File: config.mk
export PLATFORM = sky130hd
export DESIGN_NAME = load_store_unit_flat
export DESIGN_NICKNAME = d
export VERILOG_FILES = /design/src/source/mem_pkg.sv /design/src/source/mem_ifs.sv /design/src/source/load_store_unit.sv /design/src/flat_wrapper.sv
export SDC_FILE = /design/constraint.sdc
export NUM_CORES = 1
export LEC_CHECK = 0
export CORE_ASPECT_RATIO = 0.75
export CORE_MARGIN = 5
export CORE_UTILIZATION = 60
export CTS_BUF_LIST = sky130_fd_sc_hd__clkbuf_8 sky130_fd_sc_hd__clkbuf_16
export DETAILED_ROUTE_END_ITERATION = 10
export DONT_BUFFER_PORTS = 1
export PLACE_DENSITY = 0.83
export RECOVER_POWER = 100
export SYNTH_ARGS = -nofsm -noshare
export SYNTH_HDL_FRONTEND = slang
export SYNTH_SLANG_ARGS = --single-unit
File: constraint.sdc
create_clock -name clock -period 3 [get_ports clock]
set_input_delay 0.45 -clock clock [delete_from_list [all_inputs] [get_ports clock]]
set_output_delay 0.45 -clock clock [all_outputs]
set_load 0.01 [all_outputs]
File: src/source/mem_pkg.sv
package mem_pkg;

    // RAM geometry.
    localparam int addr_width = 17;
    localparam int ram_depth = 2 ** addr_width;

    // Bytes per instruction word.
    localparam int word_bytes = 4;

    typedef logic [addr_width-1:0] addr_t;
    typedef logic [7:0] byte_t;
    typedef logic [31:0] word_t;

    // Value is the number of RAM byte cycles.
    typedef enum logic [2:0] {
        len_byte = 3'd1,
        len_half = 3'd2,
        len_word = 3'd4
    } access_len_e;

    // Byte 0 is the least significant byte.
    typedef union packed {
        word_t word;
        byte_t [3:0] bytes;
    } mem_word_u;

    // Fetch start address.
    localparam addr_t reset_pc = '0;

endpackage
File: src/source/mem_ifs.sv


// Load/store request port.
interface data_port_if;
    logic read;
    logic write;
    mem_pkg::addr_t addr;
    mem_pkg::word_t wdata;
    mem_pkg::access_len_e length;
    logic is_signed;
    logic busy;
    logic ready;
    mem_pkg::word_t rdata;

    modport requester (
        output read,
        output write,
        output addr,
        output wdata,
        output length,
        output is_signed,
        input busy,
        input ready,
        input rdata
    );

    modport controller (
        input read,
        input write,
        input addr,
        input wdata,
        input length,
        input is_signed,
        output busy,
        output ready,
        output rdata
    );
endinterface


File: src/source/load_store_unit.sv
`timescale 1ns/1ps

module load_store_unit (
    input logic clock,
    input logic reset,
    input logic req_i,
    input logic write_i,
    input logic signed_i,
    input mem_pkg::addr_t addr_i,
    input mem_pkg::word_t wdata_i,
    input mem_pkg::access_len_e length_i,
    output logic busy_o,
    output logic done_o,
    output mem_pkg::word_t rdata_o,
    data_port_if.requester data
);

    logic active_q;
    logic done_q;

    logic write_q;
    logic signed_q;
    mem_pkg::addr_t addr_q;
    mem_pkg::word_t wdata_q;
    mem_pkg::access_len_e length_q;
    mem_pkg::word_t rdata_q;

    logic accept;
    logic finish;

    // New requests only while idle.
    assign accept = !active_q && req_i;
    assign finish = active_q && data.ready;

    always_ff @(posedge clock) begin
        if (reset) begin
            active_q <= 1'b0;
            done_q <= 1'b0;
        end else begin
            done_q <= finish;
            if (accept) begin
                active_q <= 1'b1;
            end else if (finish) begin
                active_q <= 1'b0;
            end
        end
    end

    always_ff @(posedge clock) begin
        if (accept) begin
            write_q <= write_i;
            signed_q <= signed_i;
            addr_q <= addr_i;
            wdata_q <= wdata_i;
            length_q <= length_i;
        end
        if (finish && !write_q) begin
            rdata_q <= data.rdata;
        end
    end

    assign data.read = active_q && !write_q;
    assign data.write = active_q && write_q;
    assign data.addr = addr_q;
    assign data.wdata = wdata_q;
    assign data.length = length_q;
    assign data.is_signed = signed_q;

    assign busy_o = active_q;
    assign done_o = done_q;
    assign rdata_o = rdata_q;

endmodule

File: src/flat_wrapper.sv
// flat-port wrapper written by rule: the top's interface ports become plain ports
module load_store_unit_flat 
  (clock, reset, req_i, write_i, signed_i, addr_i, wdata_i, length_i, busy_o, done_o, rdata_o, data_read, data_write, data_addr, data_wdata, data_length, data_is_signed, data_busy, data_ready, data_rdata);
  data_port_if data_i ();
  input logic clock;
  input logic reset;
  input logic req_i;
  input logic write_i;
  input logic signed_i;
  input mem_pkg::addr_t addr_i;
  input mem_pkg::word_t wdata_i;
  input mem_pkg::access_len_e length_i;
  output logic busy_o;
  output logic done_o;
  output mem_pkg::word_t rdata_o;
  output wire logic [$bits(data_i.read)-1:0] data_read;
  output wire logic [$bits(data_i.write)-1:0] data_write;
  output wire logic [$bits(data_i.addr)-1:0] data_addr;
  output wire logic [$bits(data_i.wdata)-1:0] data_wdata;
  output wire logic [$bits(data_i.length)-1:0] data_length;
  output wire logic [$bits(data_i.is_signed)-1:0] data_is_signed;
  input wire logic [$bits(data_i.busy)-1:0] data_busy;
  input wire logic [$bits(data_i.ready)-1:0] data_ready;
  input wire logic [$bits(data_i.rdata)-1:0] data_rdata;
  assign data_read = data_i.read;
  assign data_write = data_i.write;
  assign data_addr = data_i.addr;
  assign data_wdata = data_i.wdata;
  assign data_length = data_i.length;
  assign data_is_signed = data_i.is_signed;
  assign data_i.busy = data_busy;
  assign data_i.ready = data_ready;
  assign data_i.rdata = data_rdata;
  load_store_unit u_core (.clock(clock), .reset(reset), .req_i(req_i), .write_i(write_i), .signed_i(signed_i), .addr_i(addr_i), .wdata_i(wdata_i), .length_i(length_i), .busy_o(busy_o), .done_o(done_o), .rdata_o(rdata_o), .data(data_i));
endmodule
==> flow_summary.toml <==
[outcome]
status = "finished clean"

[final_layout]
nFillCells = 276
multi_input_area_um2 = 45.04
layout-drive-gt1-share_pct = 17.39
fin_area_um2 = 2964
regArea_um2 = 2623
diodes = 0
final_util_pct = 67.55
area_delta_synth_final_pct = 11.22
layout_common_cells = "edfxtp_1 (86), clkbuf_8 (9), inv_6 (3), buf_4 (3)"
final_common_cell = "edfxtp_1"
instances_no_fill = 172
num-nets-final = 201

[global_routing]
grt_pass1_wl_um = 6962
antenna_found_initial = 0
grt_max_degree = 34
overflow = 0
grt_pass1_vias = 1013
track_usage_pct = 18.02

[synth]
yosys_register_bits = 88
seq_area_frac_synth_pct = 98.40
yosys_warnings = 0
yosysUniqueCellTypes = 8
syn_area_per_cell_um2 = 27.76
netlist_area_um2 = 2665
netlist_instances = 96
synth_fp_nets = 187

[setup_path]
cp_slowest_cell = "and2b_1"
crit_path_start_kind = "flop"
crit_family = "simple AND/OR/NAND/NOR gates"
r2r_end = "u_core.data.wdata[9]"
cp_num_buf_inv = 1
crit_path_max_fanout = 33
end_kind = "flop"
critPathKind = "reg -> reg"
crit_chain = "and2b_1, buf_4"
cp.required_ps = 3050
reg2reg_slack_ps = 810
r2r_start = "u_core.busy_o"
ff2ff_path_depth = 2
cp.arrival_ps = 2240
cpPeakStageDelay_ps = 1090

[place]
hpwlAfterDp_um = 4049
dp_cells = 156
dp_slack_ps = 1222
gp_congestion = 0.7343
port_buffers = 0
dpl_cell_area_um2 = 2763

[routing]
drc_errors = 0
firstDrtPassIters = 4
drt_iter0_drc = 89
via_count = 988
ant_nets = 0
drt-total-wl_um = 5211
avgViaCountPerCell = 5.744
wl_per_cell_um = 30.30

[sta]
fin_tns_setup_ps = 0
post-route-min-period_ps = 2192
skew_ps = 7.892
worstMarginPinSlew_ps = 1287
min_period_over_period_pct = 73.06
hold_viol = 0
fin_ws_ps = 808.3
slew_viol_final = 0
hold_ws_ps = 164.8
max_freq_ghz = 0.4563
max_slew_margin_pct = 14.20
rsz0062_at_grt = "no"
finalSetupViolCount = 0

[floorplan]
fp-row-count = 21
ios = 180
die_area_um2 = 5888
fp.dieW_um = 86.96
start_util_pct = 60.74
core-area_um2 = 4388
die_h_um = 67.72

[clocking]
cts_buffers = 9
postCtsSetupBuffers = 0
cts_resized = 0
cts-hold-fix-buffers = 0
cts_tree = "built"
clk_pin_slew_ps = 80
cts_root_buf = "clkbuf_8"
cts_max_path_buffers = 2
cts_max_level = 3
clk_latency_ps = 350
cts_sinks = 88

[run]
drv_cap = 0

[worst_hold_path]
hold_depth = 1
hold_path_end = "u_core.done_o"
hold_start = "reset"
min_path_type = "in -> reg"

[pwr]
power_mw = 2.306
power_density_nw_per_um2 = 778.0
p_leak_nw = 0.9613
ir_worst_vdd_v = 0.0006154
## area by class of cell
type                    count  share of cell area, %
multi-input cells           8                  1.520
well taps                  57                  2.406
flip-flops and latches     88                  88.48
clock buffers               9                  4.179
repair buffers              3                 0.7598
clock inverters             7                  2.659
## worst max path at each step
| stage | start | to | slack, ps | cells past startpoint |
|---|---|---|---|---|
| after floorplan | u_core.busy_o | u_core.rdata_o[0] | 700 | 2 |
| after global placement | u_core.busy_o | u_core.data.wdata[9] | 1290 | 2 |
| after detailed placement | u_core.busy_o | u_core.data.wdata[17] | 1220 | 2 |
| after CTS | u_core.busy_o | u_core.data.wdata[9] | 1210 | 2 |
| after global routing | u_core.busy_o | u_core.data.wdata[17] | 620 | 2 |
| final | u_core.busy_o | u_core.data.wdata[9] | 810 | 2 |
## synth_stat cells
| master | count | area, um2 |
|---|---|---|
| edfxtp_1 | 86 | 2582 |
| nor2_1 | 3 | 11.26 |
| dfxtp_1 | 2 | 40.04 |
| a211oi_1 | 1 | 7.510 |
| and2_1 | 1 | 6.260 |
| and2b_1 | 1 | 7.510 |
| nand2_1 | 1 | 3.750 |
| nor2b_1 | 1 | 6.260 |
## flip-flops by register name, indices dropped and copies added, names as in the netlist
register,count
u_core.busy_o,1
u_core.data.addr,17
u_core.data.length,3
u_core.rdata_o,32
u_core.data.is_signed,1
u_core.done_o,1
u_core.data.wdata,32
u_core.write_q,1
## power breakdown
group	total (mW)	internal (mW)	switching, mW
registers	1.48	1.42	0.0535
clock network	0.798	0.394	0.404
logic	0.0325	0.00550	0.0270
## routing by layer
metal | share of wire, % | global-route usage [%] | routed length [um]
met1 | 30 | 17.90 | 1554
met5 | 0 | 0 | 0
met4 | 1.1 | 5.837 | 57
met2 | 54 | 28.88 | 2819
met3 | 15 | 14.27 | 779
## worst register-to-register path, cell delays in order, from the launching register on
cell	delay, ps
dfxtp_1	400
and2b_1	1090
buf_4	400
## cell families after synthesis
family | count (synthesis) | synth area share, %
flops | 88 | 98.40
simple gates | 7 | 1.315
compound gates | 1 | 0.2818
No activity file was read; power rests on OpenSTA's default activity.
