`src/source/mem_pkg.sv`:
```
package mem_pkg;

    // RAM geometry.
    localparam int addr_width = 17;
    localparam int ram_depth = 2 ** addr_width;

    // Bytes per instruction word.
    localparam int word_bytes = 4;

    typedef logic [addr_width-1:0] addr_t;
    typedef logic [7:0] byte_t;
    typedef logic [31:0] word_t;

    // Value is the number of RAM byte cycles.
    typedef enum logic [2:0] {
        len_byte = 3'd1,
        len_half = 3'd2,
        len_word = 3'd4
    } access_len_e;

    // Byte 0 is the least significant byte.
    typedef union packed {
        word_t word;
        byte_t [3:0] bytes;
    } mem_word_u;

    // Fetch start address.
    localparam addr_t reset_pc = '0;

endpackage
```
`src/source/mem_ifs.sv`:
```
`timescale 1ns/1ps

// Instruction fetch request port.
interface fetch_port_if;
    logic read;
    mem_pkg::addr_t addr;
    logic busy;
    logic ready;
    mem_pkg::word_t data;

    modport requester (
        output read,
        output addr,
        input busy,
        input ready,
        input data
    );

    modport controller (
        input read,
        input addr,
        output busy,
        output ready,
        output data
    );
endinterface

// Load/store request port.
interface data_port_if;
    logic read;
    logic write;
    mem_pkg::addr_t addr;
    mem_pkg::word_t wdata;
    mem_pkg::access_len_e length;
    logic is_signed;
    logic busy;
    logic ready;
    mem_pkg::word_t rdata;

    modport requester (
        output read,
        output write,
        output addr,
        output wdata,
        output length,
        output is_signed,
        input busy,
        input ready,
        input rdata
    );

    modport controller (
        input read,
        input write,
        input addr,
        input wdata,
        input length,
        input is_signed,
        output busy,
        output ready,
        output rdata
    );
endinterface

// Single byte RAM cycle.
interface ram_bus_if;
    logic rw;
    mem_pkg::addr_t addr;
    mem_pkg::byte_t wdata;
    mem_pkg::byte_t rdata;

    modport controller (
        output rw,
        output addr,
        output wdata,
        input rdata
    );

    modport memory (
        input rw,
        input addr,
        input wdata,
        output rdata
    );
endinterface

```
`src/source/mem_ctrl.sv`:
```
`timescale 1ns/1ps

module mem_ctrl (
    input logic clock,
    input logic reset,
    fetch_port_if.controller fetch,
    data_port_if.controller data,
    ram_bus_if.controller ram
);

    logic xfer_q;
    logic owner_data_q;
    logic [2:0] cnt_q;
    logic fetch_ready_q;
    logic data_ready_q;

    logic write_q;
    logic signed_q;
    mem_pkg::access_len_e len_q;
    mem_pkg::addr_t base_q;
    mem_pkg::mem_word_u wdata_q;
    mem_pkg::mem_word_u asm_q;
    mem_pkg::mem_word_u asm_next;
    mem_pkg::word_t result_q;

    logic can_grant;
    logic grant_data;
    logic grant_fetch;
    logic last_cycle;
    logic [1:0] rd_idx;

    function automatic mem_pkg::word_t extend(
        input mem_pkg::word_t raw,
        input mem_pkg::access_len_e len,
        input logic sgn
    );
        case (len)
            mem_pkg::len_byte: return {{24{sgn & raw[7]}}, raw[7:0]};
            mem_pkg::len_half: return {{16{sgn & raw[15]}}, raw[15:0]};
            default: return raw;
        endcase
    endfunction

    // No grant while a ready pulse is out, so the requester can drop.
    assign can_grant = !xfer_q && !fetch_ready_q && !data_ready_q;
    assign grant_data = can_grant && (data.read || data.write);
    assign grant_fetch = can_grant && !(data.read || data.write) && fetch.read;

    // Reads need one extra cycle for the registered RAM output.
    assign last_cycle = write_q ? (cnt_q == (3'(len_q) - 3'd1)) : (cnt_q == 3'(len_q));

    // Byte returned now belongs to the previous address.
    assign rd_idx = cnt_q[1:0] - 2'd1;

    always_comb begin
        asm_next = asm_q;
        asm_next.bytes[rd_idx] = ram.rdata;
    end

    always_ff @(posedge clock) begin
        if (reset) begin
            xfer_q <= 1'b0;
            owner_data_q <= 1'b0;
            cnt_q <= 3'd0;
            fetch_ready_q <= 1'b0;
            data_ready_q <= 1'b0;
        end else begin
            fetch_ready_q <= 1'b0;
            data_ready_q <= 1'b0;
            if (grant_data || grant_fetch) begin
                xfer_q <= 1'b1;
                owner_data_q <= grant_data;
                cnt_q <= 3'd0;
            end else if (xfer_q) begin
                if (last_cycle) begin
                    xfer_q <= 1'b0;
                    fetch_ready_q <= !owner_data_q;
                    data_ready_q <= owner_data_q;
                end else begin
                    cnt_q <= cnt_q + 3'd1;
                end
            end
        end
    end

    // Request fields are frozen for the whole transfer.
    always_ff @(posedge clock) begin
        if (grant_data) begin
            write_q <= data.write;
            len_q <= data.length;
            signed_q <= data.is_signed;
            base_q <= data.addr;
            wdata_q.word <= data.wdata;
        end else if (grant_fetch) begin
            write_q <= 1'b0;
            len_q <= mem_pkg::len_word;
            signed_q <= 1'b0;
            base_q <= fetch.addr;
        end
        if (xfer_q && !write_q && cnt_q != 3'd0) begin
            asm_q <= asm_next;
        end
        if (xfer_q && !write_q && last_cycle) begin
            result_q <= extend(asm_next.word, len_q, signed_q);
        end
    end

    assign fetch.busy = xfer_q && owner_data_q;
    assign data.busy = xfer_q && !owner_data_q;
    assign fetch.ready = fetch_ready_q;
    assign data.ready = data_ready_q;
    assign fetch.data = result_q;
    assign data.rdata = result_q;

    assign ram.rw = xfer_q && write_q;
    assign ram.addr = base_q + mem_pkg::addr_t'(cnt_q);
    assign ram.wdata = wdata_q.bytes[cnt_q[1:0]];

endmodule

```
`src/flat_wrapper.sv`:
```
// flat-port wrapper written by rule: the top's interface ports become plain ports
module mem_ctrl_flat 
  (clock, reset, fetch_read, fetch_addr, fetch_busy, fetch_ready, fetch_data, data_read, data_write, data_addr, data_wdata, data_length, data_is_signed, data_busy, data_ready, data_rdata, ram_rw, ram_addr, ram_wdata, ram_rdata);
  fetch_port_if fetch_i ();
  data_port_if data_i ();
  ram_bus_if ram_i ();
  input logic clock;
  input logic reset;
  input wire logic [$bits(fetch_i.read)-1:0] fetch_read;
  input wire logic [$bits(fetch_i.addr)-1:0] fetch_addr;
  output wire logic [$bits(fetch_i.busy)-1:0] fetch_busy;
  output wire logic [$bits(fetch_i.ready)-1:0] fetch_ready;
  output wire logic [$bits(fetch_i.data)-1:0] fetch_data;
  input wire logic [$bits(data_i.read)-1:0] data_read;
  input wire logic [$bits(data_i.write)-1:0] data_write;
  input wire logic [$bits(data_i.addr)-1:0] data_addr;
  input wire logic [$bits(data_i.wdata)-1:0] data_wdata;
  input wire logic [$bits(data_i.length)-1:0] data_length;
  input wire logic [$bits(data_i.is_signed)-1:0] data_is_signed;
  output wire logic [$bits(data_i.busy)-1:0] data_busy;
  output wire logic [$bits(data_i.ready)-1:0] data_ready;
  output wire logic [$bits(data_i.rdata)-1:0] data_rdata;
  output wire logic [$bits(ram_i.rw)-1:0] ram_rw;
  output wire logic [$bits(ram_i.addr)-1:0] ram_addr;
  output wire logic [$bits(ram_i.wdata)-1:0] ram_wdata;
  input wire logic [$bits(ram_i.rdata)-1:0] ram_rdata;
  assign fetch_i.read = fetch_read;
  assign fetch_i.addr = fetch_addr;
  assign fetch_busy = fetch_i.busy;
  assign fetch_ready = fetch_i.ready;
  assign fetch_data = fetch_i.data;
  assign data_i.read = data_read;
  assign data_i.write = data_write;
  assign data_i.addr = data_addr;
  assign data_i.wdata = data_wdata;
  assign data_i.length = data_length;
  assign data_i.is_signed = data_is_signed;
  assign data_busy = data_i.busy;
  assign data_ready = data_i.ready;
  assign data_rdata = data_i.rdata;
  assign ram_rw = ram_i.rw;
  assign ram_addr = ram_i.addr;
  assign ram_wdata = ram_i.wdata;
  assign ram_i.rdata = ram_rdata;
  mem_ctrl u_core (.clock(clock), .reset(reset), .fetch(fetch_i), .data(data_i), .ram(ram_i));
endmodule
```
`config.mk`:
```
export PLATFORM = sky130hd
export DESIGN_NAME = mem_ctrl_flat
export DESIGN_NICKNAME = d
export VERILOG_FILES = /design/src/source/mem_pkg.sv /design/src/source/mem_ifs.sv /design/src/source/mem_ctrl.sv /design/src/flat_wrapper.sv
export SDC_FILE = /design/constraint.sdc
export NUM_CORES = 1
export LEC_CHECK = 0
export ABC_AREA = 1
export BUFFER_PORTS_ARGS = -buffer_cell sky130_fd_sc_hd__buf_2
export CORE_ASPECT_RATIO = 0.5
export CORE_UTILIZATION = 55
export DETAILED_ROUTE_END_ITERATION = 16
export PLACE_DENSITY = 0.85
export SLEW_MARGIN = 20
export SYNTH_ARGS = -nofsm -noshare
export SYNTH_HDL_FRONTEND = slang
export SYNTH_SLANG_ARGS = --single-unit
```
`constraint.sdc`:
```
create_clock -name clock -period 7.5 [get_ports clock]
set_input_delay 1.5 -clock clock [delete_from_list [all_inputs] [get_ports clock]]
set_output_delay 1.5 -clock clock [all_outputs]
set_load 0.03 [all_outputs]
```
==> run metrics <==
Peak supply drop=0.163 mV; GRT Overall Usage=21.8%; max-cap violation count=0; Worst Path Required=6.00 ns; clock root cell=clkbuf_16; total wire length=11.8 mm; first-pass GRT wire length=17.9 mm; Core ar.=10200 um2; Clock Latency Late Sink=0.41 ns; Pleak=0.00316 uW; vias in the first global route=3691; Post-synth EDFFs=118; predominant post-synthesis flop cell=edfxtp_1; area of the die=11000 um2; sequential share of power=45.0%; postcts setup bufs=0; switching power=485 uW; Worst R2R Start=u_core.cnt_q[0]; largest net degree at the start of global routing=50; final net count=755; initial antenna violation count=0; initial core utilization=56.9%; sw frac=25.5%; worst slew pin tran=0.949 ns; Design Area, Final=7140 um2; CP Launch Point=u_core.cnt_q[0]; H-tree Lvls=4; element type at the critical path start=register; pre-CTS setup slack=3.57 ns; Clock Power Share=40.9%; setup_tns=0 ns; PnR worst setup slack=3.17 ns; final cycle utilization of the critical path=57.7%; layout filler cell count=753; CTS sink cnt=125; FMAX=231 MHz; Worst Hold Launch=u_core.owner_data_q; Diodes inserted=0; Crit Path Max Fanout=22; max_slew headroom=36.6%; #FFs+latches synth=125; Net Count, Synth=605; clock skew after layout=0.00811 ns; share of post-route cells with drive strength above 1=36.8%; Final GP Congestion=0.740; Max Slew Vio Count=0; RSZ-0062 raised after global routing=false; wire length per cell=14.6 um; synth unique cells=33; Die Width=148 um; DRC Markers=0; Mean Syn Cell Area=11.4 um2; Resize count post-CTS=0; Post-synth ARST share=0%; DR vias/cell=4.97; Post-Syn Area=5830 um2; GR Overflow Total=0; Num CTS Buffers=17; Port Buffers=176; combinational fraction of design power=14.1%; Seq/Total Area, Yosys=63.2%; synthesis-to-layout area growth=22.4%; std cell rows=26; Pint=1420 uW; Post-CTS Hold Buffers=0; Routed Antenna Nets=0; CTS tree=done; Hold WC Path Type=reg2reg; Post-Syn Instances=510; Setup violations, final=0; PD cells=266 nW/um2; die height=74.8 um; Register Area=3680 um2; status=completed; Worst Setup End Kind=output port; drt pass-1 iters=5; Clk pin slew, worst setup/hold paths=0.05 ns; crit path DAT=2.83 ns; dpl cell area=6580 um2; Multi-input gate area=1700 um2; min Tclk post-route=4.33 ns; DR vias=4021; Post-DP HPWL=8.14 mm; synth warn=0; Final Power=1900 uW; Longest Clk Path Bufs=2; DRT iter0 DRCs=215; flop2flop setup slack=4.76 ns; Final Hold Fails=0; io pins=177; Setup Crit Path Kind=reg2out
[sequential cells by signal, indices dropped and copies added, names as in the netlist]
register / count
u_core.write_q: 1
u_core.data.ready: 1
u_core.data.rdata: 32
u_core.owner_data_q: 1
u_core.xfer_q: 1
u_core.fetch.ready: 1
u_core.wdata_q: 32
u_core.len_q: 3
u_core.base_q: 17
u_core.asm_q: 32
u_core.signed_q: 1
u_core.cnt_q: 3
[cell usage after synthesis (2+ instances only)]
cell type  count  share of area, %
a21oi_1        5              0.43
buf_2          7              0.60
buf_4         35               4.5
buf_6          3              0.58
clkbuf_1       2              0.13
dfxtp_1        7               2.4
edfxtp_1     118                61
ha_1          11               2.4
inv_1         25               1.6
inv_2          6              0.39
mux2_2        23               4.4
nand2_1      157                10
nand3_1       12               1.0
nand4_1        2              0.21
nor2_1        27               1.7
nor2_2         4              0.43
nor3_1         6              0.51
o21ai_0       24               2.1
o22ai_1        8              0.86
xnor2_1        5              0.75
xor2_1        11               1.7
[power groups by stage]
| stage | registers, uW | clock network, uW | logic [uW] |
|---|---|---|---|
| after floorplan | 867 | 0 | 188 |
| after global routing | 861 | 815 | 294 |
| final | 856 | 777 | 268 |
| after CTS | 856 | 783 | 270 |
| after detailed placement | 869 | 0 | 268 |
| after global placement | 865 | 0 | 261 |
[metrics by stage]
step | util (%) | cells | hold WS [ns]
floorplan | - | 510 | 0.454
global placement | 64.2 | 781 | 0.483
detailed placement | 64.2 | 781 | 0.506
CTS | 69.6 | 809 | 0.523
global route | 69.6 | 809 | 0.561
finish | 69.6 | 809 | 0.525
[cell families (layout without fill, tap and decap cells)]
group	count (synthesis)	in the layout	synth area share [%]
AO/OA/AOI/OAI	41	41	4.25
XOR/XNOR	16	16	2.40
adder cells (fa/ha/maj)	12	12	2.70
buffers and inverters	79	238	7.92
flip-flops	125	125	63.2
multiplexers	23	23	4.44
AND/OR/NAND/NOR	214	214	15.1
[cell usage in the layout, fill, tap and decap left out, types with 6 or more instances in the layout]
cell | synthesis | final
buf_2 | 7 | 176
nand2_1 | 157 | 157
edfxtp_1 | 118 | 118
nor2_1 | 27 | 27
inv_1 | 25 | 25
o21ai_0 | 24 | 24
mux2_2 | 23 | 23
clkbuf_16 | 0 | 17
nand3_1 | 12 | 12
xor2_1 | 11 | 11
ha_1 | 11 | 11
o22ai_1 | 8 | 8
dfxtp_1 | 7 | 7
inv_2 | 6 | 6
[final timing paths]
check | cells after the start | endpoint
setup / recovery | 10 | ram_addr[16]
hold / removal | 2 | u_core.data.ready
setup reg to reg | 6 | u_core.data.rdata[29]
hold reg to reg | 2 | u_core.data.ready
[per-layer routing]
metal,GRT usage (%),share of wire [%]
met1,26.7,43
met2,38.3,50
met3,5.58,5.3
met4,8.71,1.1
met5,0,0
[final cells by class]
cell class	instances	share of cell area, %
inverter	32	1.72
clock inverter	11	1.81
timing repair buffer	178	12.6
sequential	125	51.6
multi-input combinational	306	23.9
tap	140	2.45
clock buffer	17	5.96
[worst max-delay path, cell delays in order (launching register included)]
cell	delay (ns)
dfxtp_1	0.81
ha_1	0.32
fa_1	0.21
nand2_1	0.07
nand2_1	0.14
nand3_2	0.10
nor2_1	0.16
nand2_1	0.10
nor2_1	0.15
xor2_1	0.15
buf_2	0.21
Power figures use the tool's default switching activity.
