<file path="config.mk">
export PLATFORM = sky130hd
export DESIGN_NAME = fetch_unit_flat
export DESIGN_NICKNAME = d
export VERILOG_FILES = /design/src/source/mem_pkg.sv /design/src/source/mem_ifs.sv /design/src/source/fetch_unit.sv /design/src/flat_wrapper.sv
export SDC_FILE = /design/constraint.sdc
export NUM_CORES = 1
export LEC_CHECK = 0
export ABC_AREA = 1
export BUFFER_PORTS_ARGS = -buffer_cell sky130_fd_sc_hd__clkbuf_2
export CAP_MARGIN = 15
export CORE_ASPECT_RATIO = 1.5
export CORE_MARGIN = 1
export CORE_UTILIZATION = 36
export DETAILED_ROUTE_END_ITERATION = 10
export GPL_ROUTABILITY_DRIVEN = 0
export PLACE_DENSITY = 0.72
export SETUP_SLACK_MARGIN = 0.1
export SLEW_MARGIN = 30
export SYNTH_ARGS = -nofsm -noshare
export SYNTH_HDL_FRONTEND = slang
export SYNTH_SLANG_ARGS = --single-unit
</file>
<file path="constraint.sdc">
create_clock -name clock -period 3.4 [get_ports clock]
set_input_delay 0.51 -clock clock [delete_from_list [all_inputs] [get_ports clock]]
set_output_delay 0.51 -clock clock [all_outputs]
set_load 0.01 [all_outputs]
</file>
<file path="src/source/mem_pkg.sv">
package mem_pkg;

    // RAM geometry.
    localparam int addr_width = 17;
    localparam int ram_depth = 2 ** addr_width;

    // Bytes per instruction word.
    localparam int word_bytes = 4;

    typedef logic [addr_width-1:0] addr_t;
    typedef logic [7:0] byte_t;
    typedef logic [31:0] word_t;

    // Value is the number of RAM byte cycles.
    typedef enum logic [2:0] {
        len_byte = 3'd1,
        len_half = 3'd2,
        len_word = 3'd4
    } access_len_e;

    // Byte 0 is the least significant byte.
    typedef union packed {
        word_t word;
        byte_t [3:0] bytes;
    } mem_word_u;

    // Fetch start address.
    localparam addr_t reset_pc = '0;

endpackage
</file>
<file path="src/source/mem_ifs.sv">
`timescale 1ns/1ps

// Instruction fetch request port.
interface fetch_port_if;
    logic read;
    mem_pkg::addr_t addr;
    logic busy;
    logic ready;
    mem_pkg::word_t data;

    modport requester (
        output read,
        output addr,
        input busy,
        input ready,
        input data
    );

    modport controller (
        input read,
        input addr,
        output busy,
        output ready,
        output data
    );
endinterface


</file>
<file path="src/source/fetch_unit.sv">
`timescale 1ns/1ps

module fetch_unit (
    input logic clock,
    input logic reset,
    input logic fetch_enable_i,
    input logic redirect_i,
    input mem_pkg::addr_t redirect_pc_i,
    input logic instr_take_i,
    output logic instr_valid_o,
    output mem_pkg::word_t instr_o,
    output mem_pkg::addr_t instr_pc_o,
    fetch_port_if.requester fetch
);

    mem_pkg::addr_t pc_q;
    logic pending_q;
    logic discard_q;
    logic valid_q;

    mem_pkg::addr_t req_addr_q;
    mem_pkg::word_t instr_q;
    mem_pkg::addr_t instr_pc_q;

    logic issue;
    logic complete;
    logic keep;

    // Hold off while a data transfer owns the RAM.
    assign issue = fetch_enable_i && !valid_q && !pending_q && !redirect_i && !fetch.busy;
    assign complete = pending_q && fetch.ready;
    assign keep = complete && !discard_q && !redirect_i;

    always_ff @(posedge clock) begin
        if (reset) begin
            pc_q <= mem_pkg::reset_pc;
            pending_q <= 1'b0;
            discard_q <= 1'b0;
            valid_q <= 1'b0;
        end else begin
            if (issue) begin
                pending_q <= 1'b1;
            end else if (complete) begin
                pending_q <= 1'b0;
            end
            if (redirect_i) begin
                pc_q <= redirect_pc_i;
                valid_q <= 1'b0;
                // The old fetch still runs to completion.
                discard_q <= pending_q && !fetch.ready;
            end else if (complete) begin
                discard_q <= 1'b0;
                if (!discard_q) begin
                    valid_q <= 1'b1;
                    pc_q <= req_addr_q + mem_pkg::addr_t'(mem_pkg::word_bytes);
                end
            end else if (instr_take_i) begin
                valid_q <= 1'b0;
            end
        end
    end

    always_ff @(posedge clock) begin
        if (issue) begin
            req_addr_q <= pc_q;
        end
        if (keep) begin
            instr_q <= fetch.data;
            instr_pc_q <= req_addr_q;
        end
    end

    assign fetch.read = pending_q;
    assign fetch.addr = req_addr_q;

    assign instr_valid_o = valid_q;
    assign instr_o = instr_q;
    assign instr_pc_o = instr_pc_q;

endmodule

</file>
<file path="src/flat_wrapper.sv">
// flat-port wrapper written by rule: the top's interface ports become plain ports
module fetch_unit_flat 
  (clock, reset, fetch_enable_i, redirect_i, redirect_pc_i, instr_take_i, instr_valid_o, instr_o, instr_pc_o, fetch_read, fetch_addr, fetch_busy, fetch_ready, fetch_data);
  fetch_port_if fetch_i ();
  input logic clock;
  input logic reset;
  input logic fetch_enable_i;
  input logic redirect_i;
  input mem_pkg::addr_t redirect_pc_i;
  input logic instr_take_i;
  output logic instr_valid_o;
  output mem_pkg::word_t instr_o;
  output mem_pkg::addr_t instr_pc_o;
  output wire logic [$bits(fetch_i.read)-1:0] fetch_read;
  output wire logic [$bits(fetch_i.addr)-1:0] fetch_addr;
  input wire logic [$bits(fetch_i.busy)-1:0] fetch_busy;
  input wire logic [$bits(fetch_i.ready)-1:0] fetch_ready;
  input wire logic [$bits(fetch_i.data)-1:0] fetch_data;
  assign fetch_read = fetch_i.read;
  assign fetch_addr = fetch_i.addr;
  assign fetch_i.busy = fetch_busy;
  assign fetch_i.ready = fetch_ready;
  assign fetch_i.data = fetch_data;
  fetch_unit u_core (.clock(clock), .reset(reset), .fetch_enable_i(fetch_enable_i), .redirect_i(redirect_i), .redirect_pc_i(redirect_pc_i), .instr_take_i(instr_take_i), .instr_valid_o(instr_valid_o), .instr_o(instr_o), .instr_pc_o(instr_pc_o), .fetch(fetch_i));
endmodule
</file>
==> results of run 1 <==
critical path: cells and delay by family, from the launching register on:
family	cells	cell delay (ns)
buffers and inverters	2	0.68
AND/OR/NAND/NOR	4	0.39
AO/OA/AOI/OAI	1	0.22
flip-flops	1	0.41
worst min path at each step:
stage                            endpoint            start  cells after the start
floorplan            u_core.fetch.addr[0]   u_core.pc_q[0]                      0
global placement    u_core.fetch.addr[16]  u_core.pc_q[16]                      0
detailed placement   u_core.fetch.addr[4]   u_core.pc_q[4]                      0
CTS                    u_core.instr_o[25]   fetch_data[25]                      1
global route            u_core.instr_o[1]    fetch_data[1]                      1
finish                 u_core.instr_o[18]   fetch_data[18]                      1
cells in the final DEF (no fill, tap or decap), types with 2 or more instances in the layout:
cell type,instances
clkbuf_2,123
edfxtp_1,66
nand2_1,45
dfxtp_1,20
nand3_1,16
a21oi_1,12
nor2_1,11
inv_1,10
clkbuf_16,9
a22oi_1,8
a31oi_1,6
xor2_1,5
clkinv_1,5
inv_2,4
nor3_1,4
nand4_1,3
nand2_2,2
a2111oi_0,2
buf_4,2
cell families (layout without fill, tap and decap cells):
| family | after synthesis | after routing | share of synthesized area |
|---|---|---|---|
| flip-flops | 86 | 86 | 0.769 |
| AND/OR/NAND/NOR | 86 | 86 | 0.125 |
| AO/OA/AOI/OAI | 29 | 29 | 0.0581 |
| buffers and inverters | 20 | 155 | 0.0270 |
| XOR/XNOR | 6 | 6 | 0.0170 |
| adder cells (fa/ha/maj) | 1 | 1 | 0.00404 |
stage by stage:
| step | power [W] | utilization | worst slack, ns | hold slack (ns) | cells |
|---|---|---|---|---|---|
| floorplan | 0.00125 | - | 0.406 | 0.409 | 228 |
| CTS | 0.00215 | 0.490 | 1.56 | 0.336 | 470 |
| finish | 0.00212 | 0.490 | 1.60 | 0.353 | 470 |
| detailed placement | 0.00131 | 0.459 | 1.33 | 0.418 | 454 |
| global placement | 0.00130 | 0.459 | 1.43 | 0.414 | 454 |
| global route | 0.00220 | 0.490 | 1.44 | 0.338 | 470 |
metal layers:
layer,vias to the layer above,GRT usage
met2,86,0.250
met5,-,0
met1,1015,0.158
li1,1077,-
met4,0,0.0906
met3,11,0.0370
registers in the layout, indices dropped and copies added (netlist names):
name and cells:
u_core.discard_q 1, u_core.fetch.addr 17, u_core.fetch.read 1, u_core.instr_o 32
u_core.instr_pc_o 17, u_core.instr_valid_o 1, u_core.pc_q 17
power by group through the flow:
stage | registers [W] | clock network, W | logic, W
6_report | 0.00118 | 0.000836 | 0.000107
3_5_place_dp | 0.00120 | 0 | 0.000108
3_3_place_gp | 0.00120 | 0 | 0.000106
4_1_cts | 0.00118 | 0.000866 | 0.000109
5_1_grt | 0.00118 | 0.000902 | 0.000118
2_1_floorplan | 0.00120 | 0 | 0.0000468
cell type report:
type | count | area [µm²] | share of cell area
clock buffer | 9 | 225 | 0.0550
clock inverter | 7 | 31.3 | 0.00764
inverter | 14 | 52.6 | 0.0128
multi-input combinational | 122 | 639 | 0.156
sequential | 86 | 2380 | 0.582
tap | 107 | 134 | 0.0327
timing repair buffer | 125 | 631 | 0.154
==> metrics.md, run 1 <==
| Metric | Value |
|---|---|
| Status | finished, final reports clean |
| Pwr Density | 517 nW/µm² |
| Post-CTS Resized | 0 |
| Worst Path Required | about 3.7 ns |
| Logic pwr share | 0.050 |
| IO Count | 124 |
| Leak Pwr | 1.68 nW |
| Root buffer cell | clkbuf_16 |
| Hold WC Path Type | in -> reg |
| Vias per inst | about 4.7 |
| Synthesized area per cell | 13.6 µm² |
| Critical path arrival | 2.05 ns |
| CP Capture Type | register |
| Seq/Total Area, Yosys | 0.769 |
| Mapped Area | 3100 µm² |
| # hold bufs at CTS | 0 |
| Inserted Diodes | 0 |
| Reg-to-reg critical path startpoint | u_core.fetch.read |
| CTS Sinks | 86 |
| Sw Pwr | around 0.00043 W |
| Rel. slew slack | 0.513 |
| H-tree levels | 3 |
| Layout cells sized above 1 | 0.402 |
| Fillers | 762 |
| Crit Path Class | reg -> reg |
| Router iterations before antenna repair | 4 |
| Final setup violation count | 0 |
| Max Used Layer | met4 |
| Detailed Route Iter0 Violations | 74 |
| Yosys reg bits | between 80 and 90 |
| Critical Path Sink | u_core.pc_q[1] |
| Main synth FF type | edfxtp_1 |
| Clock power share | 0.394 |
| Syn Nets | 285 |
| Area leader, netlist | edfxtp_1 |
| Asr flop ratio synth | 0 |
| CP Launch Type | register |
| Register-to-register setup slack | between 1.5 and 2 ns |
| Wl on met1 | 2510 µm |
| Area share of the largest cell type after synthesis | 0.639 |
| Final-report hold violation count | 0 |
| Post-route minimum period | around 1.8 ns |
| Switching share of total power | 0.204 |
| RSZ-0062 raised after global routing | no |
| Routed wl met2 | 3350 µm |
| Starting Density | 0.371 |
| CP most frequent cell | nand2_1 |
| EDFF count, synth | 66 |
| CTS tree | yes |
| Max FO, Critical Path | 64 |
| GRT Util Overall | 0.144 |
| Synth area leaders | edfxtp_1, dfxtp_1, nand2_1, nand3_1, a21oi_1 |
| Fin. max-slew vios | 0 |
| Clk Latency, worst-skew pair | 0.33 ns |
| Pint | about 0.0017 W |
| Die W | a little under 80 µm |
| Worst setup startpoint | u_core.fetch.read |
| Core Area | 8360 µm² |
| Post-route ant nets | 0 |
| DIE AREA | 8990 µm² |
| Final Skew | 0.00664 ns |
| Setup TNS | 0 ns |
| FF-to-FF End | u_core.pc_q[1] |
| Max stage delay on crit path | approximately 0.59 ns |
| Vias in the first global route | 1993 |
| Clock transition at path regs | 0.06 ns |
| Post-Syn Instances | ~230 |
| Initial antenna violation count | 0 |
| DR vias | 2189 |
| Die height | approximately 120 µm |
| Design Area, Final | ~4100 µm² |
| Synth cell count leaders | edfxtp_1, nand2_1, dfxtp_1 |
| Post-CTS Setup Inserts | 0 |
| CP Cell Sequence | nand2_1 -> inv_2 -> nand2_2 -> nor2_4 -> buf_4 -> nand2_1 -> a31oi_1 |
| Placement-stage cell area | 3840 µm² |
| Crit path max-delay cell type | buf_4 |
| Met3 wire len | roughly 370 µm |
| Reg power frac | 0.555 |
| Worst VDD drop | 284 µV |
| R2R depth | 7 |
| Synth cell types | 26 |
| Most instantiated library cell after synthesis | edfxtp_1 |
| Max-cap viol count | 0 |
| Final nets | 415 |
| Crit share post-route | 0.530 |
| Residual DRC count | 0 |
| Final wirelength | 6380 µm |
| Gr ovfl total | 0 |
| WL per Instance | around 14 µm |
| Clock Path Buffers | 2 |
| Global-route wire length before repair | 9600 µm |
| Pin count of the biggest net entering global routing | 65 |
| Fmax achieved | 555 MHz |
| Input/output buffers | 123 |
| Area Growth Syn to Fin | 32.1% |
| Dpl hpwl | 4550 µm |
| Num CTS Buffers | 9 |
| Cell Rows | 41 |
| Yosys warns | 0 |
| Worst-Margin Slew | 0.730 ns |
(Power assumes the default switching activity.)
==> inputs of run 2 (changes only) <==
==> constraint.sdc (replaced) <==
create_clock -name clock -period 1.79 [get_ports clock]
set_input_delay 0.2685 -clock clock [delete_from_list [all_inputs] [get_ports clock]]
set_output_delay 0.2685 -clock clock [all_outputs]
set_load 0.01 [all_outputs]
==> run 2 against run 1 <==
Compared with the run above:
- core utilization increased by 1.5 points
- highest routed layer unchanged
- critical path type unchanged
- sequential power increased by 89%
- global-route usage increased by 0.083 points
- combinational power up 100%
- cell area up 3.1%
==> metrics.md, run 2 (same netlist as run 1, synthesis figures left out) <==
| Metric | Value |
|---|---|
| DR vias | roughly 2200 |
| Final-report hold violation count | 0 |
| Global-route wire length before repair | 9670 µm |
| GRT Util Overall | 0.145 |
| Setup TNS | 0 ns |
| CP Cell Sequence | ha_1 -> nand3_1 -> nor2_4 -> nand2_1 -> nor2_1 -> nand2_1 -> nand3_1 -> a21oi_1 |
| Clock transition at path regs | about 0.06 ns |
| Residual DRC count | 0 |
| H-tree levels | 3 |
| Gr ovfl total | 0 |
| Max-cap viol count | 0 |
| Area Growth Syn to Fin | 36.3% |
| Fillers | 733 |
| Wl on met1 | between 2000 and 3000 µm |
| Pin count of the biggest net entering global routing | 65 |
| Post-route minimum period | 1.52 ns |
| Crit path max-delay family | simple AND/OR/NAND/NOR gates |
| Hold WC Path Type | in -> reg |
| CP Capture Type | register |
| Final setup violation count | 0 |
| Worst Path Required | 1.99 ns |
| Max stage delay on crit path | 0.41 ns |
| Core Area | between 8000 and 9000 µm² |
| Vias in the first global route | 2035 |
| Commonest cells after routing, fill and taps aside | clkbuf_2, edfxtp_1, nand2_1, dfxtp_1, nand3_1 |
| Commonest non-fill, non-tap cell in the layout | clkbuf_2 |
| Die W | 77.8 µm |
| Num CTS Buffers | 9 |
| Fmax achieved | 657 MHz |
| Clock Path Buffers | 2 |
| Crit path max-delay cell type | edfxtp_1 |
| Vias per inst | 4.68 |
| Post-route ant nets | 0 |
| Final nets | around 420 |
| Final wirelength | 6450 µm |
| Leak Pwr | 1.73 nW |
| Router iterations before antenna repair | 4 |
| Layout cells sized above 1 | 0.417 |
| Inserted Diodes | 0 |
| Routed wl met2 | between 3000 and 4000 µm |
| Worst-Margin Slew | 0.436 ns |
| Die height | ~120 µm |
| RSZ-0062 raised after global routing | no |
| Placement-stage cell area | just under 4000 µm² |
| CP Launch Type | register |
| Worst path bufs/invs | 0 |
| Fin. max-slew vios | 0 |
| CTS Sinks | 86 |
| Input/output buffers | 123 |
| Cell Rows | 41 |
| CTS tree | yes |
| Rel. slew slack | 0.710 |
| Clk Latency, worst-skew pair | 0.33 ns |
| Design Power | 0.00424 W |
| Detailed Route Iter0 Violations | roughly 120 |
| Status | finished, final reports clean |
| Starting Density | 0.371 |
| DIE AREA | between 8000 and 9000 µm² |
| Max Used Layer | met4 |
| IO Count | 124 |
| Max reg flops | 32 |
| Pwr Density | 1000 nW/µm² |
| Worst VDD drop | 514 µV |
| Met3 wire len | 333 µm |
| Final core utilization | 0.505 |
| Dpl hpwl | 4620 µm |
| Root buffer cell | clkbuf_16 |
| WL per Instance | approximately 14 µm |
| Initial antenna violation count | 0 |
| Max FO, Critical Path | 5 |
| Design Area, Final | 4220 µm² |
| Critical path arrival | 1.72 ns |
| # hold bufs at CTS | 0 |
| Final Skew | 0.00566 ns |
| Crit share post-route | 0.851 |
| Crit Path Class | reg -> reg |
## run 2: through the flow
step           setup slack, ns  hold WS (ns)  cells
6_report                 0.267         0.111    474
5_1_grt                 0.0897        0.0931    474
4_1_cts                  0.227        0.0964    471
3_5_place_dp             0.260         0.416    455
3_3_place_gp             0.309         0.412    455
2_1_floorplan           0.0882         0.358    228
## run 2: worst reg2reg max path: cells and delay by family (launching register included)
kind	cells	cell delay, ns
and+or+nand+nor	6	0.70
DFF	1	0.41
adders and majority gates	1	0.23
AOI/OAI and AO/OA	1	0.06
## run 2: area by class of cell
cell class	instances	area [µm²]	share of cell area
multi-input combinational	122	653	0.155
timing repair buffer	129	703	0.167
clock inverter	2	12.5	0.00296
clock buffer	14	285	0.0676
sequential	86	2380	0.564
tap	107	134	0.0317
inverter	14	52.6	0.0124
## run 2: timing repair
| item | CTS | global route |
|---|---|---|
| setup buffers | 0 | 2 |
| setup endpoints to repair | 0 | 2 |
| resized for setup | 0 | 1 |
| hold endpoints to repair | 0 | 0 |
## run 2: metal layers
layer  global-route usage  vias to the layer above
li1                     -                     1093
met1                0.168                     1034
met2                0.247                       82
met3               0.0346                        7
met4               0.0805                        0
met5                    0                        -
## run 2: power by group
| part | leakage (nW) | total (W) | internal, W | switching, W |
|---|---|---|---|---|
| registers | 0.766 | 0.00223 | 0.00220 | 0.0000320 |
| clock network | 0.144 | 0.00179 | 0.00110 | 0.000694 |
| logic | 0.823 | 0.000214 | 0.0000990 | 0.000115 |
| total | 1.73 | 0.00424 | 0.00340 | 0.000842 |
## run 2: final timing paths
check	from	endpoint	slack [ns]	cells past startpoint
worst max register to register	u_core.fetch.addr[3]	u_core.pc_q[14]	0.27	8
worst min-delay path	fetch_data[30]	u_core.instr_o[30]	0.11	1
worst min register to register	u_core.pc_q[10]	u_core.fetch.addr[10]	0.43	0
worst max-delay path	u_core.fetch.addr[3]	u_core.pc_q[14]	0.27	8
==> inputs of run 3 (changes only) <==
==> constraint.sdc (replaced) <==
create_clock -name clock -period 1.6 [get_ports clock]
set_input_delay 0.24 -clock clock [delete_from_list [all_inputs] [get_ports clock]]
set_output_delay 0.24 -clock clock [all_outputs]
set_load 0.01 [all_outputs]
==> run 3 against run 2 <==
Compared with the run above:
- non-clock buffer count rose by 9
- clock skew rose by 0.0019 ns
- worst hold slack got worse by 0.038 ns
- sequential power rose by 12%
- worst setup slack got worse by 0.10 ns
- power rose by 7.7%
- via count rose by 1.1%
- critical path type unchanged
- maximum frequency rose by 6.2%
- largest power group unchanged
- clock power barely moved
- cell count rose by 1.9%
- register-to-register slack got worse by 0.10 ns
- core utilization rose by 1.4 points
==> metrics.md, run 3 (same netlist as run 1, synthesis figures left out) <==
| Metric | Value |
|---|---|
| Max reg flops | 32 |
| H-tree levels | 3 |
| Final wirelength | 6740 µm |
| Dpl hpwl | 4810 µm |
| Residual DRC count | 0 |
| Cell Rows | 41 |
| Die W | 77.8 µm |
| Design Power | between 0.004 and 0.005 W |
| CTS Sinks | 86 |
| Final setup violation count | 0 |
| Initial antenna violation count | 0 |
| Rel. slew slack | 0.702 |
| Final Skew | between 0.007 and 0.008 ns |
| Core Area | between 8000 and 9000 µm² |
| Input/output buffers | 123 |
| Worst-Margin Slew | 0.436 ns |
| Worst Path Required | 1.85 ns |
| Sw Pwr | 0.000943 W |
| Register area | approximately 2400 µm² |
| Pint | 0.00362 W |
| Area of the multi-input gates | 686 µm² |
| Detailed Route Iter0 Violations | 120 |
| Reg-to-reg critical path startpoint | u_core.fetch.addr[3] |
| Fillers | 714 |
| Clock power share | 0.396 |
| Critical Path Sink | u_core.pc_q[8] |
| CTS tree | yes |
| GRT Util Overall | 0.150 |
| Final nets | 428 |
| Commonest non-fill, non-tap cell in the layout | clkbuf_2 |
| Setup TNS | 0 ns |
| CP Capture Type | register |
| Clock Path Buffers | 2 |
| Clock transition at path regs | roughly 0.060 ns |
| Commonest cells after routing, fill and taps aside | clkbuf_2, edfxtp_1, nand2_1, dfxtp_1, nand3_1 |
| Fmax achieved | 697 MHz |
| Register-to-register setup slack | 0.17 ns |
| FF-to-FF End | u_core.pc_q[8] |
| R2R depth | 7 |
| Pin count of the biggest net entering global routing | 40 |
| Area Growth Syn to Fin | 40.0% |
| Die height | 116 µm |
| Gr ovfl total | 0 |
| DIE AREA | 8990 µm² |
| Layout cells sized above 1 | 0.444 |
| Pwr Density | 1050 nW/µm² |
| Vias per inst | roughly 4.6 |
| Num CTS Buffers | 9 |
| Vias in the first global route | around 2100 |
| Logic pwr share | 0.057 |
| Status | finished, final reports clean |
| Max-cap viol count | 0 |
| Starting Density | 0.371 |
| Reg power frac | 0.547 |
| Post-route minimum period | 1.43 ns |
| Hold WC Path Type | in -> reg |
| Router iterations before antenna repair | 4 |
| Final-report hold violation count | 0 |
| WL per Instance | 14.0 µm |
| Root buffer cell | clkbuf_16 |
| Leak Pwr | 1.78 nW |
| Crit Path Class | reg -> reg |
| Critical path arrival | 1.69 ns |
| Crit share post-route | 0.896 |
| # hold bufs at CTS | 0 |
| Worst VDD drop | 551 µV |
| Max FO, Critical Path | 5 |
| IO Count | between 100 and 150 |
| Clk Latency, worst-skew pair | 0.34 ns |
| Switching share of total power | 0.207 |
| Worst setup startpoint | u_core.fetch.addr[3] |
| DR vias | 2241 |
| Fin. max-slew vios | 0 |
| CP Launch Type | register |
| RSZ-0062 raised after global routing | yes |
| Post-route ant nets | 0 |
| Inserted Diodes | 0 |
| Global-route wire length before repair | 9970 µm |
[run 3: cell types whose count changed in the layout (fill, tap and decap cells not counted), sizes merged]
cell	delta
buf	+8
clkinv	+3
clkbuf	-2
[run 3: metrics by stage]
stage | instances | utilization | hold WS (ns) | setup WS [ns] | cell area, µm²
2_1_floorplan | 228 | - | 0.330 | 0.0592 | 3160
3_3_place_gp | 460 | 0.472 | 0.414 | 0.187 | 3950
3_5_place_dp | 460 | 0.472 | 0.417 | 0.126 | 3950
4_1_cts | 476 | 0.503 | 0.0601 | 0.114 | 4200
5_1_grt | 483 | 0.519 | 0.0621 | 0.0816 | 4340
6_report | 483 | 0.519 | 0.0732 | 0.166 | 4340
[run 3: worst min path at each step]
stage | slack, ns | start | to | depth (start not counted)
final | 0.07 | fetch_data[20] | u_core.instr_o[20] | 1
after global routing | 0.06 | fetch_data[12] | u_core.instr_o[12] | 1
after CTS | 0.06 | fetch_data[20] | u_core.instr_o[20] | 1
after detailed placement | 0.42 | u_core.pc_q[6] | u_core.fetch.addr[6] | 0
after global placement | 0.41 | u_core.pc_q[16] | u_core.fetch.addr[16] | 0
after floorplan | 0.33 | reset | u_core.discard_q | 1
[run 3: power by group through the flow]
stage | Combinational, W | Sequential, W | Clock, W
after CTS | 0.000254 | 0.00250 | 0.00187
after global routing | 0.000291 | 0.00250 | 0.00193
after global placement | 0.000247 | 0.00254 | 0
final | 0.000262 | 0.00250 | 0.00181
after floorplan | 0.000111 | 0.00255 | 0
after detailed placement | 0.000253 | 0.00254 | 0
[run 3: final cells by class]
type,instances,share of cell area
Clock inverter,5,0.00606
Clock buffer,11,0.0536
Tap cell,107,0.0309
Multi-Input combinational cell,122,0.158
Inverter,14,0.0138
Sequential cell,86,0.550
Timing Repair Buffer,138,0.187
[run 3: timing repair]
| item | in CTS | in global routing |
|---|---|---|
| setup endpoints to repair | 0 | 46 |
| buffers inserted | 0 | 5 |
| resized for setup | 0 | 8 |
[run 3: layer usage]
metal,global-route usage,routed length (µm),up-vias
li1,-,-,1109
met1,0.162,2650,1035
met2,0.265,3560,84
met3,0.0339,360,13
met4,0.0906,170,0
met5,0,0,-
[run 3: worst max-delay path: stages (launching register included)]
cell and delay, ns:
edfxtp_1 0.41, ha_4 0.17, nand3_2 0.12, nor2_4 0.18, buf_4 0.13, xor2_1 0.13
nand2_1 0.07, a31oi_1 0.15
